**config.mk**
```make
export PLATFORM = sky130hd
export DESIGN_NAME = constraint_solver_top
export DESIGN_NICKNAME = d
export VERILOG_FILES = /design/src/verilog/solver_cfg_pkg.sv /design/src/verilog/clause_pkg.sv /design/src/verilog/candidate_if.sv /design/src/verilog/candidate_gen.sv /design/src/verilog/clause_checker.sv /design/src/verilog/constraint_solver_top.sv /design/src/verilog/solution_select.sv
export SDC_FILE = /design/constraint.sdc
export NUM_CORES = 1
export LEC_CHECK = 0
export ABC_AREA = 1
export BUFFER_PORTS_ARGS = -buffer_cell sky130_fd_sc_hd__buf_2
export CAP_MARGIN = 20
export CORE_UTILIZATION = 44
export DETAILED_ROUTE_END_ITERATION = 12
export GPL_TIMING_DRIVEN = 0
export RECOVER_POWER = 50
export SYNTH_ARGS = -nofsm -noshare
export SYNTH_HDL_FRONTEND = slang
export SYNTH_SLANG_ARGS = --single-unit
```
**constraint.sdc**
```tcl
create_clock -name clk -period 6.6 [get_ports clk]
set_clock_uncertainty 0.2 [all_clocks]
set_input_delay 1.32 -clock clk [delete_from_list [all_inputs] [get_ports clk]]
set_output_delay 1.32 -clock clk [all_outputs]
set_load 0.005 [all_outputs]
```
**src/verilog/solver_cfg_pkg.sv**
```systemverilog
/*
 * solver configuration
 * problem size, datapath widths, search limit and generator constants
 */
package solver_cfg_pkg;

    ////////////////////////////////////////////////////////////////////
    // problem size
    localparam int num_clauses   = 3;   // linear clauses checked per candidate
    localparam int num_int_vars  = 2;   // signed integer unknowns
    localparam int num_bool_vars = 2;   // boolean unknowns

    ////////////////////////////////////////////////////////////////////
    // datapath widths
    localparam int int_var_width = 8;   // integer value and coefficient, signed
    localparam int bias_width    = 8;   // clause bias, signed

    // a0*y0 + a1*y1 + bias never exceeds 2*2^14 + 2^7 in magnitude
    localparam int sum_width     = 18;

    ////////////////////////////////////////////////////////////////////
    // search control
    localparam int attempt_width = 8;   // holds max_attempts itself
    localparam int max_attempts  = 200; // candidates tried before giving up

    ////////////////////////////////////////////////////////////////////
    // candidate generator
    localparam int lfsr_width = 32;

    // any nonzero start state works, all-zero would lock up
    localparam logic [lfsr_width-1:0] lfsr_seed = 32'h5eed_c0de;

    // x^32 + x^22 + x^2 + x + 1, right-shifting galois form
    localparam logic [lfsr_width-1:0] lfsr_taps = 32'h8020_0003;

endpackage
```
**src/verilog/clause_pkg.sv**
```systemverilog
/*
 * clause types
 * clause, clause set and assignment layouts built on the solver sizes
 */
package clause_pkg;

    import solver_cfg_pkg::*;

    // one integer variable or one coefficient
    typedef logic signed [int_var_width-1:0] int_val_t;

    // boolean literal slot of a clause
    typedef struct packed {
        logic present;     // literal appears in the clause
        logic polarity;    // 1 means x, 0 means !x
    } bool_lit_t;

    // clause holds when a present literal matches,
    // or when sum(coef[i] * y[i]) + bias <= 0
    typedef struct packed {
        bool_lit_t [num_bool_vars-1:0] lits;
        int_val_t  [num_int_vars-1:0]  coef;
        logic signed [bias_width-1:0]  bias;
    } clause_t;

    typedef clause_t [num_clauses-1:0] clause_set_t;

    ////////////////////////////////////////////////////////////////////
    // candidate assignment
    typedef int_val_t [num_int_vars-1:0] int_vals_t;   // y values, signed each
    typedef logic [num_bool_vars-1:0]    bool_vals_t;  // x values

    // bit c set when clause c holds
    typedef logic [num_clauses-1:0] sat_vec_t;

endpackage

```
**src/verilog/candidate_if.sv**
```systemverilog
`timescale 1ns/1ns
/*
 * candidate link
 * one candidate assignment moving between pipeline stages
 */
interface candidate_if
    import solver_cfg_pkg::*;
    import clause_pkg::*;
();

    logic                     valid;      // one-cycle strobe per candidate
    int_vals_t                int_vals;
    bool_vals_t               bool_vals;
    logic [attempt_width-1:0] attempt;    // index since start, from 0

    // stage that produces the candidate
    modport source (output valid, int_vals, bool_vals, attempt);

    // stage that consumes it
    modport sink (input valid, int_vals, bool_vals, attempt);

endinterface

```
**src/verilog/candidate_gen.sv**
```systemverilog
`timescale 1ns/1ns
/*
 * candidate generator
 * galois lfsr driven source of one random assignment per cycle,
 * numbered from zero, until stopped or out of attempts
 */
module candidate_gen
    import solver_cfg_pkg::*;
(
    input  logic        clk,
    input  logic        reset,
    input  logic        start,
    input  logic        stop,
    candidate_if.source cand
);

    logic [lfsr_width-1:0] lfsr;
    logic [lfsr_width-1:0] lfsr_next;
    logic                  session;     // run open on the selector side
    logic                  idle;
    logic                  take_start;
    logic                  last;        // current candidate is the final attempt
    logic                  emit;        // candidate goes out next cycle

    // shift right, fold the taps back in when a one drops out
    assign lfsr_next = lfsr[0] ? ({1'b0, lfsr[lfsr_width-1:1]} ^ lfsr_taps)
                               : {1'b0, lfsr[lfsr_width-1:1]};

    // stop stays up from the decision until the next start,
    // so it also marks the selector as free again
    assign idle       = !session || stop;
    assign take_start = start && idle;     // start during a run is dropped
    assign last       = cand.attempt == attempt_width'(max_attempts - 1);
    assign emit       = take_start || (cand.valid && !stop && !last);

    //////////////////////////////////////////////////////////////////////
    // control
    always_ff @(posedge clk)
    begin
        if (reset)
        begin
            lfsr       <= lfsr_seed;    // repeatable sequence after reset
            session    <= 1'b0;
            cand.valid <= 1'b0;
        end
        else
        begin
            if (take_start)
                session <= 1'b1;
            else if (stop)
                session <= 1'b0;        // selector has decided
            cand.valid <= emit;
            if (emit)
                lfsr <= lfsr_next;      // runs on, so each start sees new values
        end
    end

    //////////////////////////////////////////////////////////////////////
    // payload
    always_ff @(posedge clk)
    begin
        if (emit)
        begin
            // low bytes of the state feed the integers
            for (int v = 0; v < num_int_vars; v++)
                cand.int_vals[v] <= lfsr[v*int_var_width +: int_var_width];
            cand.bool_vals <= lfsr[lfsr_width-1 -: num_bool_vars];  // top bits
            cand.attempt   <= take_start ? '0 : cand.attempt + 1'b1;
        end
    end

    // a new burst only begins once the selector has dropped stop
    assert property (@(posedge clk) disable iff (reset)
        $rose(cand.valid) |-> !stop);

endmodule

```
**src/verilog/clause_checker.sv**
```systemverilog
`timescale 1ns/1ns
/*
 * clause checker
 * two-stage evaluation of every clause against a candidate,
 * linear part computed at full width
 */
module clause_checker
    import solver_cfg_pkg::*;
    import clause_pkg::*;
(
    input  logic        clk,
    input  logic        reset,
    input  logic        start,
    input  clause_set_t clauses,
    candidate_if.sink   cand_in,
    candidate_if.source cand_out,
    output sat_vec_t    sat
);

    clause_set_t clauses_q;   // clause set held for the whole run
    logic        armed;       // open run that mirrors busy of the selector
    logic        take_start;
    logic        decided;     // selector takes the candidate now at the output

    logic                        s1_valid;
    int_vals_t                   s1_int_vals;
    bool_vals_t                  s1_bool_vals;
    logic [attempt_width-1:0]    s1_attempt;
    logic signed [sum_width-1:0] prod_q [num_clauses][num_int_vars];
    sat_vec_t                    lit_hit;
    sat_vec_t                    lit_hit_q;
    logic signed [sum_width-1:0] lin_sum [num_clauses];

    assign take_start = start && !armed;
    assign decided    = cand_out.valid
                        && (&sat || cand_out.attempt == attempt_width'(max_attempts - 1));

    always_ff @(posedge clk)
    begin
        if (reset)
            armed <= 1'b0;
        else if (take_start)
            armed <= 1'b1;
        else if (decided)
            armed <= 1'b0;          // same cycle the selector drops busy
    end

    always_ff @(posedge clk)
    begin
        if (take_start)
            clauses_q <= clauses;
    end

    //////////////////////////////////////////////////////////////////////
    // stage one products and literal matches
    always_comb
    begin
        lit_hit = '0;
        for (int c = 0; c < num_clauses; c++)
            for (int b = 0; b < num_bool_vars; b++)
                if (clauses_q[c].lits[b].present
                    && clauses_q[c].lits[b].polarity == cand_in.bool_vals[b])
                    lit_hit[c] = 1'b1;
    end

    always_ff @(posedge clk)
    begin
        if (reset)
            s1_valid <= 1'b0;
        else
            s1_valid <= cand_in.valid && !take_start;   // new run flushes old ones
    end

    always_ff @(posedge clk)
    begin
        s1_int_vals  <= cand_in.int_vals;
        s1_bool_vals <= cand_in.bool_vals;
        s1_attempt   <= cand_in.attempt;
        lit_hit_q    <= lit_hit;
        for (int c = 0; c < num_clauses; c++)
            for (int v = 0; v < num_int_vars; v++)
                prod_q[c][v] <= clauses_q[c].coef[v] * cand_in.int_vals[v];  // exact at sum width
    end

    //////////////////////////////////////////////////////////////////////
    // stage two sums, compares and realigns the candidate
    always_comb
    begin
        for (int c = 0; c < num_clauses; c++)
        begin
            lin_sum[c] = clauses_q[c].bias;          // sign extended
            for (int v = 0; v < num_int_vars; v++)
                lin_sum[c] = lin_sum[c] + prod_q[c][v];
        end
    end

    always_ff @(posedge clk)
    begin
        if (reset)
            cand_out.valid <= 1'b0;
        else
            cand_out.valid <= s1_valid && !take_start;
    end

    always_ff @(posedge clk)
    begin
        cand_out.int_vals  <= s1_int_vals;
        cand_out.bool_vals <= s1_bool_vals;
        cand_out.attempt   <= s1_attempt;
        for (int c = 0; c < num_clauses; c++)
            sat[c] <= lit_hit_q[c] || (lin_sum[c] <= 0);
    end

    // a candidate with no start around it leaves two cycles later with its own index
    assert property (@(posedge clk) disable iff (reset)
        $past(cand_in.valid && !start && !reset, 2) && $past(!start && !reset)
        |-> cand_out.valid && cand_out.attempt == $past(cand_in.attempt, 2));

    // clause set only changes on an accepted start
    assert property (@(posedge clk) disable iff (reset)
        !$stable(clauses_q) |-> $past(start));

endmodule

```
**src/verilog/constraint_solver_top.sv**
```systemverilog
`timescale 1ns/1ns
/*
 * constraint solver top
 * generator, clause checker and selector in one pipeline
 */
module constraint_solver_top
    import solver_cfg_pkg::*;
    import clause_pkg::*;
(
    input  logic                     clk,
    input  logic                     reset,
    input  logic                     start,     // pulse, ignored while busy
    input  clause_set_t              clauses,   // sampled on start
    output logic                     busy,
    output logic                     done,      // result valid this cycle
    output logic                     sat,       // low when attempts ran out
    output int_vals_t                int_vals,
    output bool_vals_t               bool_vals,
    output logic [attempt_width-1:0] attempts
);

    candidate_if gen_cand ();   // generator to checker
    candidate_if chk_cand ();   // checker to selector

    logic     stop;
    sat_vec_t chk_sat;

    candidate_gen u_gen (
        .clk   (clk),
        .reset (reset),
        .start (start),
        .stop  (stop),
        .cand  (gen_cand.source)
    );

    clause_checker u_chk (
        .clk      (clk),
        .reset    (reset),
        .start    (start),
        .clauses  (clauses),
        .cand_in  (gen_cand.sink),
        .cand_out (chk_cand.source),
        .sat      (chk_sat)
    );

    solution_select u_sel (
        .clk       (clk),
        .reset     (reset),
        .start     (start),
        .cand      (chk_cand.sink),
        .sat       (chk_sat),
        .stop      (stop),
        .busy      (busy),
        .done      (done),
        .found     (sat),
        .int_vals  (int_vals),
        .bool_vals (bool_vals),
        .attempts  (attempts)
    );

endmodule

```
**src/verilog/solution_select.sv**
```systemverilog
`timescale 1ns/1ns
/*
 * solution selector
 * keeps the first candidate meeting every clause, or gives up
 * when the last attempt comes back unsatisfied
 */
module solution_select
    import solver_cfg_pkg::*;
    import clause_pkg::*;
(
    input  logic                     clk,
    input  logic                     reset,
    input  logic                     start,
    candidate_if.sink                cand,
    input  sat_vec_t                 sat,
    output logic                     stop,
    output logic                     busy,
    output logic                     done,
    output logic                     found,
    output int_vals_t                int_vals,
    output bool_vals_t               bool_vals,
    output logic [attempt_width-1:0] attempts
);

    logic all_sat;
    logic last;       // final attempt of the run
    logic decide;

    assign all_sat = &sat;
    assign last    = cand.attempt == attempt_width'(max_attempts - 1);
    assign decide  = busy && cand.valid && (all_sat || last);  // late arrivals dropped

    always_ff @(posedge clk)
    begin
        if (reset)
        begin
            busy  <= 1'b0;
            stop  <= 1'b0;
            done  <= 1'b0;
            found <= 1'b0;
        end
        else
        begin
            done <= decide;             // one pulse, busy cannot re-decide
            if (start && !busy)
            begin
                busy  <= 1'b1;
                stop  <= 1'b0;          // release the generator
                found <= 1'b0;
            end
            else if (decide)
            begin
                busy  <= 1'b0;
                stop  <= 1'b1;
                found <= all_sat;       // low means limit reached
            end
        end
    end

    // result held until the next decision
    always_ff @(posedge clk)
    begin
        if (decide)
        begin
            int_vals  <= cand.int_vals;
            bool_vals <= cand.bool_vals;
            attempts  <= cand.attempt + 1'b1;   // max_attempts on failure
        end
    end

    assert property (@(posedge clk) disable iff (reset)
        done |=> !done);

endmodule

```
==> flow_summary.json <==
{
  "placementRows": 93,
  "start_util_pct": 44.8,
  "cpPeakStageDelay_ns": 0.63,
  "routabilityCongestion": 0.859,
  "crit_fanout": 10,
  "r2r_cells": 16,
  "maxSlewViolCount": 33,
  "dpl.hpwl_mm": 51.3,
  "area_delta_synth_final_pct": 10.6,
  "cp_num_cells": 16,
  "status": "finished with violations",
  "numPortBuffers": 114,
  "nFillCells": 6222,
  "fmax_mhz": 189,
  "synthesis.area_um2": 29100,
  "final_common_cell": "inv_1",
  "die_h_um": 259,
  "insertion_delay_ns": 0.58,
  "wl_mm": 62.6,
  "slew_headroom_pct": -25.6,
  "hp-class": "flip-flop to flip-flop",
  "track_usage_pct": 19.7,
  "io_pins": 116,
  "core_area_um2": 64800,
  "dieWidth_um": 259,
  "crit_required_ns": 6.88,
  "dr.pass1.iters": 7,
  "worst-path-buf-inv": 5,
  "cts_resized": 0,
  "instances_no_fill": 4465,
  "drive_gt1_share_pct": 5.98,
  "synth-main-ff-cell": "dfxtp_1",
  "ys_async_sr_fraction_pct": 0,
  "cts-hold-fix-buffers": 0,
  "nNetsFinal": 4271,
  "rsz0062_at_grt": "no",
  "clock_path_buffers": 3,
  "synth_seq_area_share_pct": 27.5,
  "path_cells": "clkbuf_1 -> nand2_1 -> fa_1 -> inv_1 -> fa_1 -> fa_1 -> inv_1 -> fa_1 -> inv_1 -> ha_1 -> a21oi_1 -> inv_1 -> a31oi_1 -> o21ai_0 -> a21oi_1 -> xor2_1",
  "dp.cells": 4393,
  "first_iter_violations": 993,
  "cts_root_buf": "clkbuf_16",
  "grt_overflow": 0,
  "antenna_found_initial": 0,
  "syn_area_per_cell_um2": 8.50,
  "cp_slowest_cell": "edfxtp_1",
  "path_delay_family": "adder cells",
  "cp.arrival_ns": 5.58,
  "ys_ff_latch": 331,
  "clk_pin_slew_ns": 0.06,
  "yosysWarnings": 0,
  "synth_cell_types": 42,
  "grt_pass1_vias": 21059,
  "wire_per_inst_um": 14.0,
  "tightest_slew_ns": 1.88,
  "cts_tree": "built",
  "dr_total_vias": 20447,
  "clock-sinks": 331,
  "grt_pass1_wl_mm": 105,
  "post_cts_buffers": 0,
  "endpoint_kind": "flip-flop",
  "design_area_um2": 32100,
  "ant_nets": 0,
  "finalSetupViolations": 0,
  "place_area_um2": 30800,
  "vias_per_cell": 4.58,
  "layout_common_cells": "inv_1 (1038), nand2_1 (702), fa_1 (381)",
  "htree_levels": 2,
  "violations": "max-capacitance violations, max-slew violations",
  "period_minus_slack_ns": 5.30,
  "hold-path-cell-count": 0,
  "synthCells": 3420,
  "cts_made_buffers": 39,
  "synth-edff-count": 136,
  "syn_nets": 4112,
  "diodes": 0,
  "hold_viol": 0,
  "drc": 0,
  "dieArea_um2": 67100,
  "drv_cap": 2,
  "period_share_pct": 80.3,
  "start_kind": "flip-flop",
  "criticalPathCategory": "flip-flop to flip-flop",
  "grt_max_degree": 36
}
==> area by class of cell <==
| class | count | area (um^2) | area share (%) |
|---|---|---|---|
| multi-input combinational | 1960 | 16800 | 52.3 |
| sequential | 331 | 7990 | 24.8 |
| inverter | 1038 | 3900 | 12.1 |
| clock buffer | 54 | 1130 | 3.50 |
| tap | 855 | 1070 | 3.33 |
| timing repair buffer | 118 | 661 | 2.05 |
| buffer | 91 | 372 | 1.16 |
| clock inverter | 18 | 234 | 0.728 |
==> cell usage after synthesis, types with 2 or more instances <==
cell / count / area [um^2]
o21bai_1: 2 / 15.0
nand2_2: 3 / 18.8
or2_1: 2 / 12.5
and3_1: 2 / 12.5
nand4_1: 19 / 119
clkbuf_2: 17 / 85.1
clkbuf_1: 70 / 263
a21o_1: 9 / 67.6
dfxtp_1: 195 / 3900
o21ai_0: 46 / 230
or2_2: 12 / 75.1
o211ai_1: 2 / 15.0
fa_1: 381 / 7630
a32o_1: 2 / 20.0
a211oi_1: 2 / 15.0
o21a_1: 2 / 15.0
nand3b_1: 7 / 52.6
inv_1: 1037 / 3890
o31ai_1: 3 / 22.5
o21ai_1: 3 / 15.0
a31oi_1: 13 / 81.3
nand2_1: 702 / 2640
xor2_1: 58 / 508
ha_1: 224 / 2800
nor3_1: 17 / 85.1
nor4_1: 2 / 12.5
a21oi_1: 94 / 470
nand3_2: 3 / 30.0
nor2_1: 155 / 582
or2_0: 2 / 12.5
buf_2: 3 / 15.0
xnor2_1: 61 / 534
edfxtp_1: 136 / 4080
o2111ai_1: 7 / 61.3
nand3_1: 120 / 601
==> per-stage QoR <==
step	TNS (ns)	util, %	setup WS (ns)	hold WS, ns
floorplan	0	-	0.795	0.110
global placement	-170.79	47.4	-2.38	0.110
detailed placement	0	47.5	1.35	0.112
CTS	0	49.6	1.29	0.124
global route	0	49.6	0.887	0.126
finish	0	49.6	1.30	0.125
==> cells by family (layout without fill, tap and decap cells) <==
family,count (synthesis),count (layout),synth area share (%)
buffers and inverters,1129,1319,14.7
AND/OR/NAND/NOR,1047,1047,14.6
adder cells (fa/ha/maj),605,605,35.9
flip-flops,331,331,27.5
AO/OA/AOI/OAI,189,189,3.70
XOR/XNOR,119,119,3.59
==> final timing paths <==
kind | from | endpoint | slack, ns
hold / removal | u_chk.s1_int_vals[13] | u_chk.cand_out.int_vals[13] | 0.12
setup reg to reg | u_gen.cand.int_vals[10] | u_chk.prod_q[1][13] | 1.30
hold reg to reg | u_chk.s1_int_vals[13] | u_chk.cand_out.int_vals[13] | 0.12
setup / recovery | u_gen.cand.int_vals[10] | u_chk.prod_q[1][13] | 1.30
==> layer usage <==
metal | vias to the layer above | share of wire (%) | GRT usage, %
met4 | 0 | 2.1 | 4.68
li1 | 10338 | - | -
met5 | - | 0 | 0
met2 | 311 | 48 | 33.7
met3 | 77 | 4.0 | 2.29
met1 | 9721 | 45 | 26.4
==> worst register-to-register path, stage by stage, from the launching register on <==
cell and delay (ns):
edfxtp_1 0.63, clkbuf_1 0.63, nand2_1 0.18, fa_1 0.57
inv_1 0.05, fa_1 0.50, fa_1 0.50, inv_1 0.05
fa_1 0.47, inv_1 0.04, ha_1 0.35, a21oi_1 0.20
inv_1 0.05, a31oi_1 0.23, o21ai_0 0.19, a21oi_1 0.19
xor2_1 0.16
==> state kept, by name, summed over array words and instances, names as in the netlist, 2 cells and up <==
register	count
u_chk.cand_out.attempt	8
u_chk.cand_out.bool_vals	2
u_chk.cand_out.int_vals	16
u_chk.clauses_q	84
u_chk.lit_hit_q	3
u_chk.prod_q	96
u_chk.s1_attempt	8
u_chk.s1_bool_vals	2
u_chk.s1_int_vals	16
u_chk.sat	3
u_gen.cand.attempt	8
u_gen.cand.bool_vals	2
u_gen.cand.int_vals	16
u_gen.lfsr	32
u_sel.attempts	8
u_sel.bool_vals	2
u_sel.int_vals	16
Power is left out: the tool's default activity adds up to more than one toggle a clock period on the data nets, which glitch-free logic cannot reach.
